[src/source/pong_shell_pkg.sv]
//////////////////////////////////////////////////////////////////////
// pong shell package
// shared widths, bridge setting addresses, pad bit positions and
// the audio clocking and framing constants
//////////////////////////////////////////////////////////////////////

`default_nettype none

package pong_shell_pkg;

  typedef logic [31:0] bridge_word_t;
  typedef logic [15:0] key_word_t;
  typedef logic [23:0] rgb_t;

  // bridge addresses of the game settings
  localparam bridge_word_t addr_score_stop    = 32'h0000_0000;
  localparam bridge_word_t addr_p2_pad_only   = 32'h0000_0008;
  localparam bridge_word_t addr_coin_hold     = 32'h0000_000C;
  localparam bridge_word_t addr_double_paddle = 32'h0000_0014;
  localparam bridge_word_t addr_training      = 32'h0000_0018;

  // controller key bitmap positions
  localparam int key_up        = 0;
  localparam int key_down      = 1;
  localparam int key_left_face = 5;
  localparam int key_x_face    = 6;
  localparam int key_fine_l    = 8;
  localparam int key_fine_r    = 9;
  localparam int key_start     = 15;

  //////////////////////////////////////////////////////////////////////
  // audio

  // 12.288 MHz from 74.25 MHz, two mclk toggles per period
  localparam logic [21:0] mclk_step = 22'd245760;
  localparam logic [21:0] mclk_wrap = 22'd742500;

  localparam int sclk_div_bits   = 2;
  localparam int half_frame_bits = 32;
  localparam int active_bits     = 16;

  localparam logic [15:0] sound_level = 16'h7000;

  // one stereo sample pair, shifted out as a single word
  typedef union packed {
    logic [31:0] word;
    struct packed {
      logic [15:0] left;
      logic [15:0] right;
    } ch;
  } audio_frame_u;

endpackage

`default_nettype wire

[src/source/bridge_settings.sv]
//////////////////////////////////////////////////////////////////////
// bridge settings
// captures bridge writes into the five game setting levels
//////////////////////////////////////////////////////////////////////

`timescale 1ns/10ps
`default_nettype none

module bridge_settings (
  input  logic                        clk_74a,
  input  logic                        arst_n,
  input  logic                        bridge_wr,
  input  pong_shell_pkg::bridge_word_t bridge_addr,
  input  pong_shell_pkg::bridge_word_t bridge_wr_data,
  output logic                        score_stop_at_15,
  output logic                        disable_p2_on_pad_1,
  output logic                        prevent_coin_reset,
  output logic                        double_paddle_height,
  output logic                        training_mode
);

  import pong_shell_pkg::*;

  // coin reset protection defaults on, all else off
  always_ff @(posedge clk_74a or negedge arst_n)
  begin
    if (!arst_n)
    begin
      score_stop_at_15     <= 1'b0;
      disable_p2_on_pad_1  <= 1'b0;
      prevent_coin_reset   <= 1'b1;
      double_paddle_height <= 1'b0;
      training_mode        <= 1'b0;
    end
    else if (bridge_wr)
    begin
      // only data bit 0 carries the setting
      case (bridge_addr)
        addr_score_stop:    score_stop_at_15     <= bridge_wr_data[0];
        addr_p2_pad_only:   disable_p2_on_pad_1  <= bridge_wr_data[0];
        addr_coin_hold:     prevent_coin_reset   <= bridge_wr_data[0];
        addr_double_paddle: double_paddle_height <= bridge_wr_data[0];
        addr_training:      training_mode        <= bridge_wr_data[0];
        default:
        begin
        end
      endcase
    end
  end

endmodule

`default_nettype wire

[src/source/player_input_map.sv]
//////////////////////////////////////////////////////////////////////
// player input map
// routes pad buttons to both paddles and turns start into a coin pulse
//////////////////////////////////////////////////////////////////////

`timescale 1ns/10ps
`default_nettype none

module player_input_map (
  input  logic                      clk_74a,
  input  logic                      arst_n,
  input  pong_shell_pkg::key_word_t cont1_key,
  input  pong_shell_pkg::key_word_t cont2_key,
  input  logic                      disable_p2_on_pad_1,
  output logic                      p1_up,
  output logic                      p1_down,
  output logic                      p1_fine,
  output logic                      p2_up,
  output logic                      p2_down,
  output logic                      p2_fine,
  output logic                      coin_insert
);

  import pong_shell_pkg::*;

  logic start_prev;

  // player 1 always on pad 1
  assign p1_up   = cont1_key[key_up];
  assign p1_down = cont1_key[key_down];
  assign p1_fine = cont1_key[key_fine_l];

  // player 2 can share pad 1 via X, B and R1
  assign p2_up   = disable_p2_on_pad_1 ? cont2_key[key_up] :
                   (cont2_key[key_up] | cont1_key[key_x_face]);
  assign p2_down = disable_p2_on_pad_1 ? cont2_key[key_down] :
                   (cont2_key[key_down] | cont1_key[key_left_face]);
  assign p2_fine = disable_p2_on_pad_1 ? cont2_key[key_fine_l] :
                   (cont2_key[key_fine_l] | cont1_key[key_fine_r]);

  // rising edge of start, so a held button inserts one coin
  always_ff @(posedge clk_74a or negedge arst_n)
  begin
    if (!arst_n)
    begin
      start_prev  <= 1'b0;
      coin_insert <= 1'b0;
    end
    else
    begin
      start_prev  <= cont1_key[key_start];
      coin_insert <= cont1_key[key_start] & ~start_prev;
    end
  end

endmodule

`default_nettype wire

[src/source/video_cleanup.sv]
//////////////////////////////////////////////////////////////////////
// video cleanup
// shapes sync into single-cycle pulses and blanks colour outside
// display enable, as the scaler expects
//////////////////////////////////////////////////////////////////////

`timescale 1ns/10ps
`default_nettype none

module video_cleanup (
  input  logic                 clk_74a,
  input  logic                 arst_n,
  input  logic                 core_de,
  input  logic                 core_hs,
  input  logic                 core_vs,
  input  pong_shell_pkg::rgb_t core_rgb,
  output logic                 video_de,
  output logic                 video_hs,
  output logic                 video_vs,
  output pong_shell_pkg::rgb_t video_rgb
);

  import pong_shell_pkg::*;

  logic de_d;
  logic hs_d1;
  logic hs_d2;
  logic vs_d1;
  logic vs_d2;
  rgb_t rgb_d;

  // colour pipe stage, blanked at the output stage
  always_ff @(posedge clk_74a)
  begin
    rgb_d <= core_rgb;
  end

  always_ff @(posedge clk_74a or negedge arst_n)
  begin
    if (!arst_n)
    begin
      de_d      <= 1'b0;
      hs_d1     <= 1'b0;
      hs_d2     <= 1'b0;
      vs_d1     <= 1'b0;
      vs_d2     <= 1'b0;
      video_de  <= 1'b0;
      video_hs  <= 1'b0;
      video_vs  <= 1'b0;
      video_rgb <= '0;
    end
    else
    begin
      de_d      <= core_de;
      video_de  <= de_d;
      video_rgb <= de_d ? rgb_d : '0;
      // falling sync edge, lined up with the de latency
      hs_d1    <= core_hs;
      hs_d2    <= hs_d1;
      vs_d1    <= core_vs;
      vs_d2    <= vs_d1;
      video_hs <= hs_d2 & ~hs_d1;
      video_vs <= vs_d2 & ~vs_d1;
    end
  end

endmodule

`default_nettype wire

[src/source/audio_clock_gen.sv]
//////////////////////////////////////////////////////////////////////
// audio clock generator
// fractional accumulator for a 12.288 MHz mclk, mclk/4 bit clock and
// a strobe on every falling bit clock edge
//////////////////////////////////////////////////////////////////////

`timescale 1ns/10ps
`default_nettype none

module audio_clock_gen (
  input  logic clk_74a,
  input  logic arst_n,
  output logic audio_mclk,
  output logic audio_sclk,
  output logic sclk_fall
);

  import pong_shell_pkg::*;

  logic [21:0]              accum;
  logic [sclk_div_bits-1:0] sclk_div;
  logic                     mclk_tick;
  logic                     mclk_rise;

  assign mclk_tick  = (accum >= mclk_wrap);
  assign mclk_rise  = mclk_tick & ~audio_mclk;
  assign audio_sclk = sclk_div[sclk_div_bits-1];

  always_ff @(posedge clk_74a or negedge arst_n)
  begin
    if (!arst_n)
    begin
      accum      <= '0;
      audio_mclk <= 1'b0;
      sclk_div   <= '0;
      sclk_fall  <= 1'b0;
    end
    else
    begin
      if (mclk_tick)
      begin
        accum      <= accum - mclk_wrap + mclk_step;
        audio_mclk <= ~audio_mclk;
      end
      else
      begin
        accum <= accum + mclk_step;
      end

      // divider advances on mclk rising toggles only
      if (mclk_rise)
      begin
        sclk_div <= sclk_div + 1'b1;
      end
      // all ones about to wrap means sclk drops next cycle
      sclk_fall <= mclk_rise & (&sclk_div);
    end
  end

endmodule

`default_nettype wire

[src/source/i2s_serializer.sv]
//////////////////////////////////////////////////////////////////////
// i2s serializer
// frames the square wave sample and shifts 16 of 32 bits per channel
// out msb first, stepping on falling bit clock edges
//////////////////////////////////////////////////////////////////////

`timescale 1ns/10ps
`default_nettype none

module i2s_serializer (
  input  logic clk_74a,
  input  logic arst_n,
  input  logic sclk_fall,
  input  logic core_sound,
  output logic audio_lrck,
  output logic audio_dac
);

  import pong_shell_pkg::*;

  audio_frame_u                        frame;
  audio_frame_u                        shift;
  logic [$clog2(half_frame_bits)-1:0]  bit_cnt;

  // same level on both channels
  always_comb
  begin
    frame.ch.left  = core_sound ? sound_level : '0;
    frame.ch.right = core_sound ? sound_level : '0;
  end

  always_ff @(posedge clk_74a or negedge arst_n)
  begin
    if (!arst_n)
    begin
      shift.word <= '0;
      bit_cnt    <= '0;
      audio_lrck <= 1'b0;
      audio_dac  <= 1'b0;
    end
    else if (sclk_fall)
    begin
      audio_dac <= shift.word[31];
      bit_cnt   <= bit_cnt + 1'b1;

      if (bit_cnt == half_frame_bits - 1)
      begin
        // channel switch, new sample pair ahead of the left half
        audio_lrck <= ~audio_lrck;
        if (!audio_lrck)
        begin
          shift.word <= frame.word;
        end
      end
      else if (bit_cnt < active_bits)
      begin
        // zeros fill the remaining bits of the half
        shift.word <= {shift.word[30:0], 1'b0};
      end
    end
  end

endmodule

`default_nettype wire

[src/source/pong_shell_top.sv]
//////////////////////////////////////////////////////////////////////
// pong shell top
// glue between the paddle game core, the bridge, the pads, the
// scaler and the i2s codec
//////////////////////////////////////////////////////////////////////

`timescale 1ns/10ps
`default_nettype none

module pong_shell_top (
  input  logic                         clk_74a,
  input  logic                         arst_n,
  input  logic                         bridge_wr,
  input  pong_shell_pkg::bridge_word_t bridge_addr,
  input  pong_shell_pkg::bridge_word_t bridge_wr_data,
  input  pong_shell_pkg::key_word_t    cont1_key,
  input  pong_shell_pkg::key_word_t    cont2_key,
  input  logic                         core_de,
  input  logic                         core_hs,
  input  logic                         core_vs,
  input  pong_shell_pkg::rgb_t         core_rgb,
  input  logic                         core_sound,
  output logic                         score_stop_at_15,
  output logic                         disable_p2_on_pad_1,
  output logic                         prevent_coin_reset,
  output logic                         double_paddle_height,
  output logic                         training_mode,
  output logic                         p1_up,
  output logic                         p1_down,
  output logic                         p1_fine,
  output logic                         p2_up,
  output logic                         p2_down,
  output logic                         p2_fine,
  output logic                         coin_insert,
  output logic                         video_de,
  output logic                         video_hs,
  output logic                         video_vs,
  output pong_shell_pkg::rgb_t         video_rgb,
  output logic                         audio_mclk,
  output logic                         audio_sclk,
  output logic                         audio_lrck,
  output logic                         audio_dac
);

  logic sclk_fall;

  bridge_settings i_bridge_settings (
    .clk_74a(clk_74a), .arst_n(arst_n),
    .bridge_wr(bridge_wr), .bridge_addr(bridge_addr), .bridge_wr_data(bridge_wr_data),
    .score_stop_at_15(score_stop_at_15), .disable_p2_on_pad_1(disable_p2_on_pad_1),
    .prevent_coin_reset(prevent_coin_reset), .double_paddle_height(double_paddle_height),
    .training_mode(training_mode)
  );

  player_input_map i_player_input_map (
    .clk_74a(clk_74a), .arst_n(arst_n),
    .cont1_key(cont1_key), .cont2_key(cont2_key),
    .disable_p2_on_pad_1(disable_p2_on_pad_1),
    .p1_up(p1_up), .p1_down(p1_down), .p1_fine(p1_fine),
    .p2_up(p2_up), .p2_down(p2_down), .p2_fine(p2_fine),
    .coin_insert(coin_insert)
  );

  video_cleanup i_video_cleanup (
    .clk_74a(clk_74a), .arst_n(arst_n),
    .core_de(core_de), .core_hs(core_hs), .core_vs(core_vs), .core_rgb(core_rgb),
    .video_de(video_de), .video_hs(video_hs), .video_vs(video_vs), .video_rgb(video_rgb)
  );

  //////////////////////////////////////////////////////////////////////
  // audio path, clocks then framing and shifting

  audio_clock_gen i_audio_clock_gen (
    .clk_74a(clk_74a), .arst_n(arst_n),
    .audio_mclk(audio_mclk), .audio_sclk(audio_sclk), .sclk_fall(sclk_fall)
  );

  i2s_serializer i_i2s_serializer (
    .clk_74a(clk_74a), .arst_n(arst_n),
    .sclk_fall(sclk_fall), .core_sound(core_sound),
    .audio_lrck(audio_lrck), .audio_dac(audio_dac)
  );

endmodule

`default_nettype wire

[config.mk]
export PLATFORM = sky130hd
export DESIGN_NAME = pong_shell_top
export DESIGN_NICKNAME = d
export VERILOG_FILES = /design/src/source/pong_shell_pkg.sv /design/src/source/bridge_settings.sv /design/src/source/player_input_map.sv /design/src/source/video_cleanup.sv /design/src/source/audio_clock_gen.sv /design/src/source/i2s_serializer.sv /design/src/source/pong_shell_top.sv
export SDC_FILE = /design/constraint.sdc
export NUM_CORES = 1
export LEC_CHECK = 0
export ABC_AREA = 1
export CAP_MARGIN = 20
export CORE_MARGIN = 1.5
export CORE_UTILIZATION = 42
export DETAILED_ROUTE_END_ITERATION = 6
export DONT_BUFFER_PORTS = 1
export PLACE_DENSITY = 0.6
export SLEW_MARGIN = 40
export SYNTH_ARGS = -nofsm -noshare
export SYNTH_HDL_FRONTEND = slang
export SYNTH_SLANG_ARGS = --single-unit
[constraint.sdc]
create_clock -name clk_74a -period 2 [get_ports clk_74a]
set_input_delay 0.3 -clock clk_74a [delete_from_list [all_inputs] [get_ports clk_74a]]
set_output_delay 0.3 -clock clk_74a [all_outputs]
set_load 0.005 [all_outputs]
==> impl_metrics.yaml, run 1 <==
logic_synthesis:
  syn_area_per_cell_um2: 8.726
  synthFlopType: "dfrtp_1"
  syn_nets: 685
  syn_area_um2: 4791
  yosys.area_share.simple_pct: 23.09
  yosysWarnings: 0
  synth_cells: 549
  synth_area_leaders: "dfrtp_1, nand2_1, dfxtp_1, inv_1, nand3_1"
  synth_edf_count: 0
  ys_ff_latch: 114
  synth_area_leader_cell: "dfrtp_1"
  synthArstFlopShare_pct: 78.95
  synth_top_area_share_pct: 46.49
  synth-adder-area-share_pct: 2.350
  synth_top_family_by_area: "simple AND/OR/NAND/NOR gates"
  synth-seq-area-share_pct: 57.06
  synth_common_cells: "nand2_1, dfrtp_1, inv_1"
  yosysMostFrequentCell: "nand2_1"
  synth_cell_types: 39
  muxShareOfSynthArea_pct: 0
  synth_xor_area_share_pct: 2.168
  synth_compound_area_share_pct: 6.686
cells_and_area:
  fin_nets: 728
  fillCellCount: 980
  fin_area_um2: 5944
  drive_above_1_share_pct: 9.752
  diodes: 0
  syn_to_final_growth_pct: 24.08
  instances_no_fill: 745
setup_path:
  reg2reg_slack_ns: 0.12
  cpPeakStageDelay_ns: 0.40
  cp.required_ns: 2.29
  r2r_cells: 9
  crit_slowest_cell: "dfrtp_1"
  timing.critical_path.cells: "ha_1 > and3_1 > ha_2 > inv_1 > nand3_1 > nand2_2 > clkinvlp_4 > buf_4 > o311ai_0"
  cp_num_buf_inv: 3
  cp.arrival_ns: 2.17
  start_kind: "flop"
  r2r-end: "i_i2s_serializer.shift[28]"
  worstReg2RegStart: "i_i2s_serializer.bit_cnt[0]"
  cp-end-kind: "flop"
  crit_start: "i_i2s_serializer.bit_cnt[0]"
  cp_top_family: "flip-flops"
  worstSetupPathType: "flop to flop"
  cp_max_fo: 4
timing:
  totalNegativeSetupSlack_ns: 0
  fin_crit_ns: 1.878
  finalCritPeriodShare_pct: 93.91
  drv_slew: 0
  worst_pin_slew_ns: 0.7494
  finClkSkew_ns: 0.01014
  rsz0062_at_grt: "false"
  whs_ns: -0.4153
  maxSlewHeadroom_pct: 50.04
  setup_viol_count_final: 0
  fmax_ghz: 0.5324
  final_hold_viol_count: 90
routing:
  top_layer: "met4"
  drt-pass1-iter-count: 5
  dr.first_iter.drc_count: 233
  postRouteAntennaNets: 0
  wl_per_cell_um: 12.73
  detailroute.via_count: 3540
  wl_met1_um: 4127
  routed_wl_um: 9484
  met2_length_um: 4829
  drc_errors: 0
  route.met3.wl_um: 425
  routed_via_density: 4.752
placed_design:
  dp_hpwl_um: 6243
  port_buffers: 0
  dp_cells: 682
  place.gp.congestion: 0.8565
  place_area_um2: 4943
clocking:
  hold_buffers: 28
  cts_root_buf: "clkbuf_16"
  cts_made_buffers: 17
  cts_buffer_depth: 2
  cts_tree: "done"
  cts_max_level: 4
  clk_latency_ns: 0.41
  clkTransAtPathRegs_ns: 0.05
  clock-sinks: 114
global_route:
  antenna_found_initial: 0
  grt_max_degree: 91
  grt-ovfl-total: 0
  track_usage_pct: 17.22
  grt_pass1_wl_um: 15790
  grt_pass1_vias: 3441
power:
  p_switching_mw: 1.061
  power_mw: 5.856
  leakagePower_nw: 2.994
  p_int_mw: 4.795
  p_per_area_nw_per_um2: 985.1
  p_sw_share_pct: 18.12
  peakVddDrop_v: 0.0007381
  combPwrFrac_pct: 1.5
  p_clk_share_pct: 57.6
  power_frac_seq_pct: 40.9
floorplanning:
  dieHeight_um: 109.8
  core_area_um2: 10980
  die_width_um: 109.8
  start_util_pct: 43.62
  core.rowCount: 38
  ios: 170
  dieArea_um2: 12060
job:
  cap_violations: 0
run_status:
  violations: "hold timing"
  status: "complete, but fails checks"
min_path:
  worstHoldPathType: "input port to async pin"
==> layer usage <==
metal  up-vias  global-route usage (%)
met5         -                       0
met4         0                   7.328
met3        11                   5.572
met2        86                   29.99
met1      1650                   19.26
li1       1793                       -
==> worst max-delay path by stage <==
stage,end,slack [ns],depth (start not counted)
after floorplan,i_i2s_serializer.shift[13],0.17,9
after global placement,i_i2s_serializer.shift[30],0.06,9
after detailed placement,i_i2s_serializer.shift[30],0.03,9
after CTS,i_i2s_serializer.shift[30],-0.02,9
after global routing,i_i2s_serializer.shift[24],0.04,9
final,i_i2s_serializer.shift[28],0.12,9
==> layout by cell type, fill, tap and decap left out, drive strengths merged <==
| master | count |
|---|---|
| a21boi | 1 |
| a21o | 1 |
| a21oi | 9 |
| a31oi | 1 |
| and3 | 2 |
| buf | 12 |
| bufinv | 5 |
| clkbuf | 24 |
| clkinv | 2 |
| clkinvlp | 2 |
| dfrtp | 89 |
| dfstp | 1 |
| dfxtp | 24 |
| dlygate4sd3 | 28 |
| ha | 9 |
| inv | 82 |
| nand2 | 146 |
| nand3 | 50 |
| nand3b | 2 |
| nand4 | 2 |
| nor2 | 47 |
| nor3 | 7 |
| nor3b | 1 |
| o21ai | 33 |
| o21bai | 3 |
| o311ai | 2 |
| o31ai | 6 |
| or2 | 3 |
| xnor2 | 2 |
| xor2 | 9 |
==> repair_timing <==
| item | CTS | global route |
|---|---|---|
| endpoints found under the setup margin | 1 | 13 |
| pin swaps | 0 | 1 |
| setup buffers | 0 | 3 |
| endpoints found under the hold margin | 119 | 90 |
| gates resized for setup | 0 | 7 |
==> through the flow <==
step | util, % | setup slack, ns
after floorplan | - | 0.1748
after global placement | 45.01 | 0.05571
after detailed placement | 45.01 | 0.02662
after CTS | 53.69 | -0.01710
after global routing | 54.12 | 0.03816
final | 54.12 | 0.1218
==> registers in the layout, indices dropped and copies added (netlist names), 2 cells and up <==
name	count
i_audio_clock_gen.accum	20
i_audio_clock_gen.sclk_div	2
i_video_cleanup.video_rgb	24
i_i2s_serializer.shift	20
i_i2s_serializer.bit_cnt	5
i_video_cleanup.rgb_d	24
==> power by group through the flow <==
stage / registers, mW / logic [mW] / clock network (mW)
final: 2.40 / 0.0872 / 3.37
after CTS: 2.40 / 0.0878 / 3.44
after global placement: 2.44 / 0.0413 / 0
after detailed placement: 2.44 / 0.0439 / 0
after floorplan: 2.42 / 0.0465 / 0
after global routing: 2.40 / 0.102 / 3.55
==> final cells by class <==
| class | instances | area (µm²) | share of cell area, % |
|---|---|---|---|
| flip-flops and latches | 114 | 2734 | 45.99 |
| multi-input cells | 336 | 1660 | 27.93 |
| clock buffers | 24 | 501.7 | 8.440 |
| repair buffers | 40 | 386.6 | 6.504 |
| inverters | 83 | 315.3 | 5.304 |
| well taps | 140 | 175.2 | 2.947 |
| clock inverters | 8 | 171.4 | 2.884 |
==> kinds of logic (layout without fill, tap and decap cells) <==
logic type | count (synthesis) | after routing
simple gates | 260 | 260
flops | 114 | 114
buf+inv | 99 | 155
compound gates | 56 | 56
xor+xnor | 11 | 11
fa+ha+maj | 9 | 9
Power figures use the tool's default switching activity.
==> run 2: changes to the inputs <==
--- a/config.mk
+++ b/config.mk
@@ -7,11 +7,13 @@
 export LEC_CHECK = 0
 export ABC_AREA = 1
 export CAP_MARGIN = 20
+export CELL_PAD_IN_SITES_DETAIL_PLACEMENT = 0
+export CELL_PAD_IN_SITES_GLOBAL_PLACEMENT = 2
 export CORE_MARGIN = 1.5
-export CORE_UTILIZATION = 42
+export CORE_UTILIZATION = 36
 export DETAILED_ROUTE_END_ITERATION = 6
 export DONT_BUFFER_PORTS = 1
-export PLACE_DENSITY = 0.6
+export PLACE_DENSITY = 0.83
 export SLEW_MARGIN = 40
 export SYNTH_ARGS = -nofsm -noshare
 export SYNTH_HDL_FRONTEND = slang
==> impl_metrics.yaml, run 2 (synthesis results as in run 1) <==
global_route:
  grt_pass1_vias: 3640
  grt-ovfl-total: 0
  antenna_found_initial: 0
  track_usage_pct: 14.84
  grt_max_degree: 91
  grt_pass1_wl_um: 16500
power:
  p_int_mw: 4.289
  leakagePower_nw: 3.026
  p_clk_share_pct: 55.0
  p_sw_share_pct: 22.16
  peakVddDrop_v: 0.0006751
  p_switching_mw: 1.221
  combPwrFrac_pct: 1.6
  power_frac_seq_pct: 43.4
  p_per_area_nw_per_um2: 913.2
cells_and_area:
  final_cell_mix: "nand2_1, dfrtp_1, inv_1, nand3_1, nor2_1"
  diodes: 0
  largestRegisters: "i_video_cleanup.rgb_d (24), i_video_cleanup.video_rgb (24)"
  syn_to_final_growth_pct: 25.96
  fin_nets: 736
  instances_no_fill: 785
  drive_above_1_share_pct: 11.75
  fillCellCount: 1219
  final_common_cell: "nand2_1"
placed_design:
  dp_cells: 715
  dp_hpwl_um: 6553
  place.gp.congestion: 0.7703
  port_buffers: 0
timing:
  finalCritPeriodShare_pct: 95.50
  whs_ns: -0.4174
  worst_pin_slew_ns: 0.7297
  drv_slew: 0
  finClkSkew_ns: 0.008299
  fin_crit_ns: 1.910
  setup_viol_count_final: 0
  final_hold_viol_count: 90
  totalNegativeSetupSlack_ns: 0
  fmax_ghz: 0.5235
  maxSlewHeadroom_pct: 51.35
clocking:
  clkTransAtPathRegs_ns: 0.06
  cts_buffer_depth: 2
  clk_latency_ns: 0.41
  cts_made_buffers: 17
  hold_buffers: 28
  clock-sinks: 114
  cts_tree: "done"
  cts_max_level: 4
  cts_root_buf: "clkbuf_16"
setup_path:
  timing.critical_path.cells: "ha_1 > and3_1 > ha_2 > inv_1 > nand3_1 > nand2_2 > clkinvlp_4 > buf_12 > buf_4 > o31ai_1"
  cp.required_ns: 2.30
  cp-end-kind: "flop"
  cp.arrival_ns: 2.21
  cp_max_fo: 5
  cpPeakStageDelay_ns: 0.40
  worstSetupPathType: "flop to flop"
  worstReg2RegStart: "i_i2s_serializer.bit_cnt[0]"
  crit_start: "i_i2s_serializer.bit_cnt[0]"
  crit_slowest_cell: "dfrtp_1"
  start_kind: "flop"
floorplanning:
  dieArea_um2: 14010
  dieHeight_um: 118.4
  start_util_pct: 37.36
  core.rowCount: 41
  die_width_um: 118.4
  core_area_um2: 12820
  ios: 170
routing:
  routed_wl_um: 9975
  detailroute.via_count: 3637
  routed_via_density: 4.633
  drc_errors: 0
  postRouteAntennaNets: 0
  wl_per_cell_um: 12.71
  drt-pass1-iter-count: 4
  dr.first_iter.drc_count: 200
job:
  cap_violations: 0
run_status:
  status: "complete, but fails checks"
  violations: "hold timing"
min_path:
  worstHoldPathType: "input port to async pin"
[run 2: cell types whose count changed in the layout (fill, tap and decap cells not counted), sizes merged]
cell and delta:
bufinv -3, buf +7, clkbuf -6, clkinv +1, inv +9
[run 2: critical path, delay by kind of cell, from the launching register on]
kind / cells / cell delay, ns
flip-flops: 1 / 0.40
buffers and inverters: 4 / 0.45
AO/OA/AOI/OAI: 1 / 0.21
adder cells (fa/ha/maj): 2 / 0.40
AND/OR/NAND/NOR: 3 / 0.34
[run 2: final timing paths]
path | endpoint | slack, ns | cells past startpoint
min | i_bridge_settings.disable_p2_on_pad_1 | -0.42 | 0
max | i_i2s_serializer.shift[16] | 0.09 | 10
min reg2reg | i_video_cleanup.vs_d2 | 0.37 | 0
max reg2reg | i_i2s_serializer.shift[16] | 0.09 | 10
max in group asynchronous | i_bridge_settings.prevent_coin_reset | 2.23 | 0
min in group clk_74a | i_bridge_settings.prevent_coin_reset | 0.05 | 2
[run 2: cell type report]
type / instances / area (µm²) / area share, %
inverters: 83 / 315.3 / 5.225
multi-input cells: 336 / 1672 / 27.70
clock buffers: 17 / 425.4 / 7.050
clock inverters: 15 / 170.2 / 2.820
repair buffers: 48 / 503.0 / 8.335
well taps: 172 / 215.2 / 3.566
flip-flops and latches: 114 / 2734 / 45.30
[run 2: power by group through the flow]
stage	Clock (mW)	Sequential (mW)	Combinational [mW]
2_1_floorplan	0	2.42	0.0465
3_3_place_gp	0	2.44	0.0412
3_5_place_dp	0	2.44	0.0433
4_1_cts	3.11	2.40	0.0874
5_1_grt	3.23	2.40	0.0994
6_report	3.03	2.39	0.0869
[run 2: layer usage]
layer	vias to the layer above	wire, µm	track usage (%)	part of all wire [%]
li1	1819	-	-	-
met1	1725	4271	16.50	43
met2	79	5093	26.34	51
met3	14	483	5.116	4.8
met4	0	127	5.030	1.3
met5	-	0	0	0
[run 2: through the flow]
step	worst slack [ns]	power, mW	hold slack, ns	area [µm²]	util [%]
2_1_floorplan	0.1748	2.470	0.004409	4791	-
3_3_place_gp	0.1224	2.478	0.006126	5004	39.01
3_5_place_dp	0.04136	2.481	0.006169	5004	39.01
4_1_cts	0.02559	5.592	-0.4328	5879	45.84
5_1_grt	-0.01204	5.725	-0.4430	6035	47.05
6_report	0.08994	5.511	-0.4174	6035	47.05
[run 2: timing repair]
action | in CTS | in global routing
endpoints found under the hold margin | 119 | 90
setup buffers | 0 | 9
setup endpoints to repair | 0 | 13
resized for setup | 0 | 11
